`src/hw/execute_pkg.sv`:
```
package execute_pkg;

    // lsb positions of the instruction word fields
    localparam int cond_lsb   = 28;
    localparam int opcode_lsb = 21;
    localparam int rd_lsb     = 17;
    localparam int rn_lsb     = 13;
    localparam int rs_lsb     = 9;
    localparam int rm_lsb     = 5;
    localparam int imm5_lsb   = 0;

    localparam logic [3:0]  cond_never = 4'b1111;
    localparam logic [6:0]  opcode_nop = 7'b0100000;
    localparam logic [31:0] nop_word   = {4'b0000, opcode_nop, 21'b0};

    // opcode classes
    localparam logic [1:0] form_imm    = 2'b00;  // bits 5..4 of a normal op
    localparam logic [1:0] form_r      = 2'b01;
    localparam logic [1:0] form_rs     = 2'b11;
    localparam logic [1:0] class_mem   = 2'b11;  // bits 6..5
    localparam int         alu_a_bit   = 3;      // normal op reads rn
    localparam int         mem_ldr_bit = 4;      // clear for STR
    localparam int         mem_reg_bit = 3;      // register offset

    typedef enum logic [3:0] {
        alu_mov = 4'b0000,
        alu_mvn = 4'b0001,
        alu_add = 4'b1000,
        alu_sub = 4'b1001,
        alu_and = 4'b1010,
        alu_orr = 4'b1011,
        alu_eor = 4'b1100
    } alu_op_t;

    typedef enum logic [1:0] {sel_reg = 2'b00, sel_alu = 2'b01} fwd_sel_t;

    typedef enum logic {kind_write = 1'b0, kind_addr = 1'b1} result_kind_t;

    // normal alu instruction, nop (form 10) excluded
    function automatic logic is_normal(input logic [6:0] op);
        return !op[6] && op[5:4] != 2'b10;
    endfunction

    function automatic logic is_mem(input logic [6:0] op);
        return op[6:5] == class_mem;
    endfunction

endpackage

```
`src/hw/instr_credit_queue.sv`:
```
module instr_credit_queue #(
    parameter int queue_depth = 4
) (
    input  logic        clk,
    input  logic        arst_n,
    input  logic        in_valid,
    input  logic [31:0] in_instr,
    input  logic        in_squash,
    input  logic        pop,
    output logic        out_empty,
    output logic [31:0] out_instr,
    output logic        out_squash,
    output logic        credit
);
    localparam int ptr_w = (queue_depth > 1) ? $clog2(queue_depth) : 1;

    logic [31:0]      instr_mem  [queue_depth];
    logic             squash_mem [queue_depth];
    logic [ptr_w-1:0] wr_ptr;
    logic [ptr_w-1:0] rd_ptr;
    logic [ptr_w:0]   count;
    logic             do_pop;

    function automatic logic [ptr_w-1:0] next_ptr(input logic [ptr_w-1:0] p);
        return (p == ptr_w'(queue_depth - 1)) ? '0 : p + 1'b1;  // wrap for any depth
    endfunction

    assign out_empty  = count == '0;
    assign do_pop     = pop && !out_empty;
    assign out_instr  = instr_mem[rd_ptr];
    assign out_squash = squash_mem[rd_ptr];

    always_ff @(posedge clk) begin
        if (in_valid) begin  // issuer only sends with a credit, so never full here
            instr_mem[wr_ptr]  <= in_instr;
            squash_mem[wr_ptr] <= in_squash;
        end
    end

    always_ff @(posedge clk or negedge arst_n) begin
        if (!arst_n) begin
            wr_ptr <= '0;
            rd_ptr <= '0;
            count  <= '0;
            credit <= 1'b0;
        end else begin
            if (in_valid) wr_ptr <= next_ptr(wr_ptr);
            if (do_pop) rd_ptr <= next_ptr(rd_ptr);
            count  <= count + in_valid - do_pop;
            credit <= do_pop;  // slot goes back to the issuer
        end
    end

endmodule

```
`src/hw/execute_pipeline_unit.sv`:
```
module execute_pipeline_unit
    import execute_pkg::*;
(
    input  logic        clk,
    input  logic        arst_n,
    input  logic [31:0] instr_in,
    input  logic        squash_in,   // instruction in a taken branch shadow
    input  logic        sel_stall,
    output logic [3:0]  cond,
    output logic [6:0]  opcode,
    output logic [3:0]  rn,
    output logic [3:0]  rs,
    output logic [3:0]  rm,
    output logic [3:0]  rd,
    output logic [4:0]  imm5,
    output logic [31:0] instr_output
);
    logic [31:0] instr_e;
    logic        kill;

    // squashed or never-executed words become a nop
    assign kill = squash_in || instr_in[cond_lsb +: 4] == cond_never;

    always_ff @(posedge clk or negedge arst_n) begin
        if (!arst_n) begin
            instr_e <= nop_word;
        end else if (!sel_stall) begin
            instr_e <= kill ? nop_word : instr_in;
        end
    end

    // field split of the held word
    assign cond   = instr_e[cond_lsb +: 4];
    assign opcode = instr_e[opcode_lsb +: 7];
    assign rd     = instr_e[rd_lsb +: 4];
    assign rn     = instr_e[rn_lsb +: 4];
    assign rs     = instr_e[rs_lsb +: 4];
    assign rm     = instr_e[rm_lsb +: 4];
    assign imm5   = instr_e[imm5_lsb +: 5];

    assign instr_output = instr_e;

endmodule

```
`src/hw/execute_unit.sv`:
```
module execute_unit
    import execute_pkg::*;
(
    input  logic        clk,
    input  logic        arst_n,
    input  logic [31:0] instr_in,
    input  logic        squash_in,
    input  logic        sel_stall,
    output logic [6:0]  opcode,
    output logic [3:0]  rn,
    output logic [3:0]  rs,
    output logic [3:0]  rm,
    output logic [3:0]  rd,
    output logic [4:0]  imm5,
    input  logic [6:0]  opcode_x,      // instruction one stage ahead
    input  logic [3:0]  rd_x,
    output fwd_sel_t    sel_a_in,
    output fwd_sel_t    sel_b_in,
    output fwd_sel_t    sel_shift_in,
    output logic        sel_shift,     // 1 means shift amount from rs
    output logic        en_a,
    output logic        en_b,
    output logic        en_s
);
    logic [1:0] form;
    logic       e_normal;
    logic       e_mem;
    logic       fwd_ok;
    logic       uses_a;
    logic       uses_b;
    logic       uses_s;

    execute_pipeline_unit u_pipeline (
        .clk          (clk),
        .arst_n       (arst_n),
        .instr_in     (instr_in),
        .squash_in    (squash_in),
        .sel_stall    (sel_stall),
        .cond         (),
        .opcode       (opcode),
        .rn           (rn),
        .rs           (rs),
        .rm           (rm),
        .rd           (rd),
        .imm5         (imm5),
        .instr_output ()
    );

    assign form     = opcode[5:4];
    assign e_normal = is_normal(opcode);  // never-executed words are already a nop here
    assign e_mem    = is_mem(opcode);

    // X result is only forwardable when it is a register write
    assign fwd_ok = opcode != opcode_nop && opcode_x != opcode_nop && is_normal(opcode_x);

    // sources the E instruction really reads
    assign uses_a = (e_normal && opcode[alu_a_bit]) || e_mem;
    assign uses_b = (e_normal && (form == form_r || form == form_rs))
                    || (e_mem && opcode[mem_reg_bit]);
    assign uses_s = e_normal && form == form_rs;

    always_comb begin
        sel_a_in     = sel_reg;
        sel_b_in     = sel_reg;
        sel_shift_in = sel_reg;
        if (fwd_ok && uses_a && rn == rd_x) begin
            sel_a_in = sel_alu;
        end
        if (fwd_ok && uses_b && rm == rd_x) begin
            sel_b_in = sel_alu;
        end
        if (fwd_ok && uses_s && rs == rd_x) begin
            sel_shift_in = sel_alu;
        end
    end

    // operand enables and shift source by opcode class
    always_comb begin
        sel_shift = 1'b0;
        en_a      = 1'b0;
        en_b      = 1'b0;
        en_s      = 1'b0;
        if (e_normal) begin
            sel_shift = form == form_rs;
            en_a      = opcode[alu_a_bit];   // mov/mvn skip A
            en_b      = 1'b1;                // rm or imm5
            en_s      = form == form_rs;
        end else if (e_mem) begin
            en_a = 1'b1;  // base from rn
            en_b = 1'b1;  // offset, rm or imm5
        end
    end

endmodule

```
`src/hw/register_file.sv`:
```
module register_file (
    input  logic        clk,
    input  logic        arst_n,
    input  logic [3:0]  rd_addr_a,
    input  logic [3:0]  rd_addr_b,
    input  logic [3:0]  rd_addr_s,
    output logic [31:0] rd_data_a,
    output logic [31:0] rd_data_b,
    output logic [31:0] rd_data_s,
    input  logic        wr_en,
    input  logic [3:0]  wr_addr,
    input  logic [31:0] wr_data
);
    logic [31:0] regs [16];

    always_ff @(posedge clk or negedge arst_n) begin
        if (!arst_n) begin
            for (int i = 0; i < 16; i++) begin
                regs[i] <= '0;
            end
        end else if (wr_en) begin
            regs[wr_addr] <= wr_data;
        end
    end

    // write-through, covers the instruction two stages ahead
    assign rd_data_a = (wr_en && wr_addr == rd_addr_a) ? wr_data : regs[rd_addr_a];
    assign rd_data_b = (wr_en && wr_addr == rd_addr_b) ? wr_data : regs[rd_addr_b];
    assign rd_data_s = (wr_en && wr_addr == rd_addr_s) ? wr_data : regs[rd_addr_s];

endmodule

```
`src/hw/alu_datapath.sv`:
```
module alu_datapath
    import execute_pkg::*;
#(
    parameter int credit_width = 4
) (
    input  logic         clk,
    input  logic         arst_n,
    input  logic [31:0]  reg_a,
    input  logic [31:0]  reg_b,
    input  logic [31:0]  reg_s,
    input  logic [6:0]   opcode,
    input  logic [3:0]   rd,
    input  logic [4:0]   imm5,
    input  fwd_sel_t     sel_a_in,
    input  fwd_sel_t     sel_b_in,
    input  fwd_sel_t     sel_shift_in,
    input  logic         sel_shift,
    input  logic         en_a,
    input  logic         en_b,
    input  logic         en_s,
    output logic [6:0]   opcode_x,
    output logic [3:0]   rd_x,
    output logic         wr_en,
    output logic [3:0]   wr_addr,
    output logic [31:0]  wr_data,
    input  logic         result_credit,
    output logic         result_valid,
    output logic [31:0]  result_data,
    output logic [3:0]   result_rd,
    output result_kind_t result_kind,
    output logic         stall
);
    logic [31:0]             a_q;
    logic [31:0]             b_q;
    logic [31:0]             s_q;
    logic [4:0]              shamt_imm_x;
    logic                    sel_shift_x;
    logic [31:0]             a_in;
    logic [31:0]             b_in;
    logic [31:0]             s_in;
    logic                    b_imm;
    logic [4:0]              shamt;
    logic [31:0]             b_shifted;
    logic [31:0]             alu_out;
    logic                    x_mem;
    logic                    w_valid;
    logic [credit_width-1:0] credit_cnt;

    // imm forms put imm5 in B and do not shift
    assign b_imm = (is_normal(opcode) && opcode[5:4] == form_imm)
                   || (is_mem(opcode) && !opcode[mem_reg_bit]);

    assign a_in = (sel_a_in == sel_alu) ? alu_out : reg_a;
    assign b_in = b_imm ? {27'b0, imm5} : ((sel_b_in == sel_alu) ? alu_out : reg_b);
    assign s_in = (sel_shift_in == sel_alu) ? alu_out : reg_s;

    always_ff @(posedge clk) begin
        if (!stall && en_a) a_q <= a_in;
        if (!stall && en_b) b_q <= b_in;
        if (!stall && en_s) s_q <= s_in;
        if (!stall) begin
            rd_x        <= rd;
            shamt_imm_x <= b_imm ? 5'd0 : imm5;
        end
    end

    always_ff @(posedge clk or negedge arst_n) begin
        if (!arst_n) begin
            opcode_x    <= opcode_nop;
            sel_shift_x <= 1'b0;
        end else if (!stall) begin
            opcode_x    <= opcode;
            sel_shift_x <= sel_shift;
        end
    end

    assign shamt     = sel_shift_x ? s_q[4:0] : shamt_imm_x;
    assign b_shifted = b_q << shamt;
    assign x_mem     = is_mem(opcode_x);

    always_comb begin
        case (alu_op_t'(opcode_x[3:0]))
            alu_mov: alu_out = b_shifted;
            alu_mvn: alu_out = ~b_shifted;
            alu_add: alu_out = a_q + b_shifted;
            alu_sub: alu_out = a_q - b_shifted;
            alu_and: alu_out = a_q & b_shifted;
            alu_orr: alu_out = a_q | b_shifted;
            alu_eor: alu_out = a_q ^ b_shifted;
            default: alu_out = '0;
        endcase
        if (x_mem) alu_out = a_q + b_shifted;  // address, rn plus offset
    end

    // W stage
    always_ff @(posedge clk or negedge arst_n) begin
        if (!arst_n) begin
            w_valid     <= 1'b0;
            result_kind <= kind_write;
        end else if (!stall) begin
            w_valid     <= is_normal(opcode_x) || x_mem;
            result_kind <= x_mem ? kind_addr : kind_write;
        end
    end

    always_ff @(posedge clk) begin
        if (!stall) begin
            result_data <= alu_out;
            result_rd   <= rd_x;
        end
    end

    assign wr_en   = w_valid && result_kind == kind_write;
    assign wr_addr = result_rd;
    assign wr_data = result_data;

    // output credits, one used per shown result
    assign result_valid = w_valid && credit_cnt != '0;
    assign stall        = w_valid && credit_cnt == '0;

    always_ff @(posedge clk or negedge arst_n) begin
        if (!arst_n) begin
            credit_cnt <= '0;
        end else if (result_credit && !result_valid) begin
            credit_cnt <= credit_cnt + 1'b1;
        end else if (!result_credit && result_valid) begin
            credit_cnt <= credit_cnt - 1'b1;
        end
    end

endmodule

```
`src/hw/execute_top.sv`:
```
module execute_top
    import execute_pkg::*;
#(
    parameter int queue_depth  = 4,
    parameter int credit_width = 4
) (
    input  logic         clk,
    input  logic         arst_n,
    input  logic         instr_valid,
    input  logic [31:0]  instr,
    input  logic         squash,
    output logic         instr_credit,
    input  logic         result_credit,
    output logic         result_valid,
    output logic [31:0]  result_data,
    output logic [3:0]   result_rd,
    output result_kind_t result_kind
);
    logic        q_empty;
    logic [31:0] q_instr;
    logic        q_squash;
    logic        e_squash;
    logic        stall;
    logic [6:0]  opcode_e;
    logic [3:0]  rn_e;
    logic [3:0]  rs_e;
    logic [3:0]  rm_e;
    logic [3:0]  rd_e;
    logic [4:0]  imm5_e;
    logic [6:0]  opcode_x;
    logic [3:0]  rd_x;
    fwd_sel_t    sel_a_in;
    fwd_sel_t    sel_b_in;
    fwd_sel_t    sel_shift_in;
    logic        sel_shift;
    logic        en_a;
    logic        en_b;
    logic        en_s;
    logic [31:0] rd_data_a;
    logic [31:0] rd_data_b;
    logic [31:0] rd_data_s;
    logic        wr_en;
    logic [3:0]  wr_addr;
    logic [31:0] wr_data;

    assign e_squash = q_squash || q_empty;  // empty queue feeds a nop

    instr_credit_queue #(
        .queue_depth (queue_depth)
    ) u_queue (
        .clk        (clk),
        .arst_n     (arst_n),
        .in_valid   (instr_valid),
        .in_instr   (instr),
        .in_squash  (squash),
        .pop        (!stall),
        .out_empty  (q_empty),
        .out_instr  (q_instr),
        .out_squash (q_squash),
        .credit     (instr_credit)
    );

    execute_unit u_execute (
        .clk          (clk),
        .arst_n       (arst_n),
        .instr_in     (q_instr),
        .squash_in    (e_squash),
        .sel_stall    (stall),
        .opcode       (opcode_e),
        .rn           (rn_e),
        .rs           (rs_e),
        .rm           (rm_e),
        .rd           (rd_e),
        .imm5         (imm5_e),
        .opcode_x     (opcode_x),
        .rd_x         (rd_x),
        .sel_a_in     (sel_a_in),
        .sel_b_in     (sel_b_in),
        .sel_shift_in (sel_shift_in),
        .sel_shift    (sel_shift),
        .en_a         (en_a),
        .en_b         (en_b),
        .en_s         (en_s)
    );

    register_file u_regfile (
        .clk       (clk),
        .arst_n    (arst_n),
        .rd_addr_a (rn_e),
        .rd_addr_b (rm_e),
        .rd_addr_s (rs_e),
        .rd_data_a (rd_data_a),
        .rd_data_b (rd_data_b),
        .rd_data_s (rd_data_s),
        .wr_en     (wr_en),
        .wr_addr   (wr_addr),
        .wr_data   (wr_data)
    );

    alu_datapath #(
        .credit_width (credit_width)
    ) u_datapath (
        .clk           (clk),
        .arst_n        (arst_n),
        .reg_a         (rd_data_a),
        .reg_b         (rd_data_b),
        .reg_s         (rd_data_s),
        .opcode        (opcode_e),
        .rd            (rd_e),
        .imm5          (imm5_e),
        .sel_a_in      (sel_a_in),
        .sel_b_in      (sel_b_in),
        .sel_shift_in  (sel_shift_in),
        .sel_shift     (sel_shift),
        .en_a          (en_a),
        .en_b          (en_b),
        .en_s          (en_s),
        .opcode_x      (opcode_x),
        .rd_x          (rd_x),
        .wr_en         (wr_en),
        .wr_addr       (wr_addr),
        .wr_data       (wr_data),
        .result_credit (result_credit),
        .result_valid  (result_valid),
        .result_data   (result_data),
        .result_rd     (result_rd),
        .result_kind   (result_kind),
        .stall         (stall)
    );

endmodule

```
`config.mk`:
```
export PLATFORM = sky130hd
export DESIGN_NAME = execute_top
export DESIGN_NICKNAME = d
export VERILOG_FILES = /design/src/hw/execute_pkg.sv /design/src/hw/instr_credit_queue.sv /design/src/hw/execute_pipeline_unit.sv /design/src/hw/execute_unit.sv /design/src/hw/register_file.sv /design/src/hw/alu_datapath.sv /design/src/hw/execute_top.sv
export SDC_FILE = /design/constraint.sdc
export NUM_CORES = 2
export LEC_CHECK = 0
export ABC_AREA = 0
export BUFFER_PORTS_ARGS = -buffer_cell sky130_fd_sc_hd__buf_2
export CORE_MARGIN = 2
export CORE_UTILIZATION = 50
export CTS_CLUSTER_DIAMETER = 150
export DETAILED_ROUTE_END_ITERATION = 8
export GPL_TIMING_DRIVEN = 0
export PLACE_DENSITY_LB_ADDON = 0.3
export SLEW_MARGIN = 10
export SYNTH_ARGS = -nofsm -noshare
export SYNTH_HDL_FRONTEND = slang
export SYNTH_HIERARCHICAL = 1
export SYNTH_SLANG_ARGS = --single-unit
```
`constraint.sdc`:
```
create_clock -name clk -period 13.1 [get_ports clk]
set_clock_uncertainty 0.1 [all_clocks]
set_input_delay 1.31 -clock clk [delete_from_list [all_inputs] [get_ports clk]]
set_output_delay 1.31 -clock clk [all_outputs]
set_load 0.05 [all_outputs]
```
==> results.toml <==
[setup_path]
cp-start-kind = "register"
reg2reg_slack_ns = 6.33
cp.required_ns = 13.36
timing.rr.start = "u_datapath/sel_shift_x"
critPathArrivalTime_ns = 7.03
r2r_cells = 17
crit_type = "reg2reg"
end_kind = "register"
r2r_end = "u_datapath/b_q[26]"
crit_fanout = 10

[hold_path]
hold-path-cell-count = 1
hold_path_class = "reg2reg"
min_to = "u_execute/u_pipeline/instr_output[11]"
min_from = "u_execute/u_pipeline/instr_output[11]"

[cts]
ctsResizeCount = 0
cts_hold_buf = 0
clk_pin_slew_ns = 0.06
root_buffer = "clkbuf_16"
postCtsSetupBuffers = 0
numCtsBuffers = 86
clk_latency_ns = 0.66
cts_tree = "built"
ctsHtreeMaxLevel = 3
clock_path_buffers = 3
clock-sinks = 808

[sta]
drv_slew = 0
rsz0062_at_grt = "false"
period_minus_slack_ns = 6.77
max_freq_mhz = 148
max-slew-margin-rel_pct = 10.4
hold_viol_final = 0
setup_slack_ns = 6.33
fin_crit_sh_pct = 51.7
setup_viol = 0
worst_pin_slew_ns = 1.33

[routing]
drt-initial-drc-count = 3956
drc = 0
wl_per_cell_um = 29.2
via_per_inst = 6.56
postRouteAntennaNets = 0
wl_um = 154000
routed-via-count = 34700
dr.pass1.iters = 8

[cells_and_area]
final_nets = 4094
syn2layout_area_growth_pct = 10.9
regArea_mm2 = 0.0215
multi_input_area_mm2 = 0.0245
drive_above_1_share_pct = 32.9
fillers = 7935

[floorplanning]
die_w_um = 316
initial_utilization_pct = 50.3
die_area_mm2 = 0.0995
ios = 76
core_mm2 = 0.0964
fp-row-count = 114
fp.dieH_um = 316

[run_status]
outcome = "completed"

[global_routing]
grt_pass1_wl_um = 226000
grt_pass1_vias = 34200
grt-ovfl-total = 0
antenna_found_initial = 7
grtUsageTotal_pct = 30.9
grt_max_degree = 104

[placement]
port_buffers = 75
place_congestion = 0.998
place_ws_ns = 6.33
dp_hpwl_um = 112000

[yosys]
syn_avg_cell_area_um2 = 12.9
synth_area_mm2 = 0.0485
syn_inst = 3754
synth_warnings = 6

[run]
maxCapViolations = 0
layout make-up:
type	count	area share (%)
diodes	4	0.0186
plain buffers	406	3.92
clock buffers	127	4.82
clock inverters	34	0.686
inverters	141	0.984
multi-input cells	2401	45.5
flip-flops and latches	808	39.9
well taps	1276	2.97
repair buffers	89	1.26
flip-flops by register name, summed over array words and instances, names as in the netlist, 4 cells and up:
signal,count
u_datapath/shamt_imm_x,5
u_datapath/result_data,32
u_datapath/rd_x,4
u_datapath/opcode_x,7
u_regfile/regs,512
u_datapath/s_q,5
u_execute/u_pipeline/instr_output,28
u_datapath/credit_cnt,4
u_datapath/result_rd,4
u_datapath/a_q,32
u_datapath/b_q,32
u_queue/instr_mem,128
u_queue/squash_mem,4
cells in the final DEF (no fill, tap or decap), drive strengths merged, types with 9 or more instances in the layout:
cell type / count
nand2: 216
a22oi: 151
o31ai: 12
xor2: 25
nor4: 17
nand4: 12
nor2b: 20
mux2i: 72
a2111oi: 9
o21bai: 12
o221ai: 14
a31oi: 18
mux4: 333
ha: 120
a21o: 15
a32o: 27
or3: 15
xnor2: 47
a211oi: 20
nor2: 127
clkinv: 18
nand3b: 9
inv: 145
clkbuf: 289
o21ai: 119
o21a: 11
nand3: 27
nor3: 30
edfxtp: 246
dfrtp: 560
o211ai: 24
buf: 333
a21oi: 120
and2: 25
nand2b: 20
mux2: 604
o22ai: 11
a221oi: 19
worst max path at each step:
stage | startpoint | end | slack [ns] | depth (start not counted)
after global routing | u_datapath/sel_shift_x | u_datapath/a_q[26] | 6.12 | 16
after floorplan | u_datapath/sel_shift_x | u_datapath/a_q[17] | 8.28 | 17
after CTS | u_datapath/sel_shift_x | u_datapath/b_q[26] | 6.26 | 15
final | u_datapath/sel_shift_x | u_datapath/b_q[26] | 6.33 | 17
after global placement | arst_n | u_queue/wr_ptr[0] | -1.31 | 1
after detailed placement | u_datapath/sel_shift_x | u_datapath/b_q[26] | 6.33 | 17
through the flow:
stage	TNS, ns	hold WS (ns)	area (µm²)	utilization, %	instances
3_5_place_dp	0	0.385	50800	52.7	5121
2_1_floorplan	0	0.342	48500	-	3756
5_1_grt	0	0.402	53800	55.8	5282
6_report	0	0.397	53800	55.8	5286
3_3_place_gp	-673.02	0.368	50500	52.4	5107
4_1_cts	0	0.399	53800	55.8	5282
metal layers:
layer  GRT usage [%]  routed length, µm  up-vias
met5               0                 66        -
met4            13.2               7080       10
met3            7.08              15800      378
met2            47.1              69700     1867
met1            42.9              61700    17800
li1                -                  -    14600
worst max-delay path: stages, from the launching register on:
cell	delay [ns]
dfrtp_1	0.36
buf_4	0.20
mux2i_1	0.29
buf_2	0.31
buf_1	0.45
a22oi_1	0.25
nor2_1	0.37
inv_1	0.15
ha_1	0.36
inv_1	0.14
a2111oi_0	0.17
a2111oi_1	0.85
o211ai_1	0.35
and2_1	0.30
a2111oi_0	0.84
a31oi_1	0.18
a21oi_1	0.60
a21oi_1	0.20
Power is not shown: default switching activity piles up to over one toggle a cycle in this logic, so the estimate is an artifact.
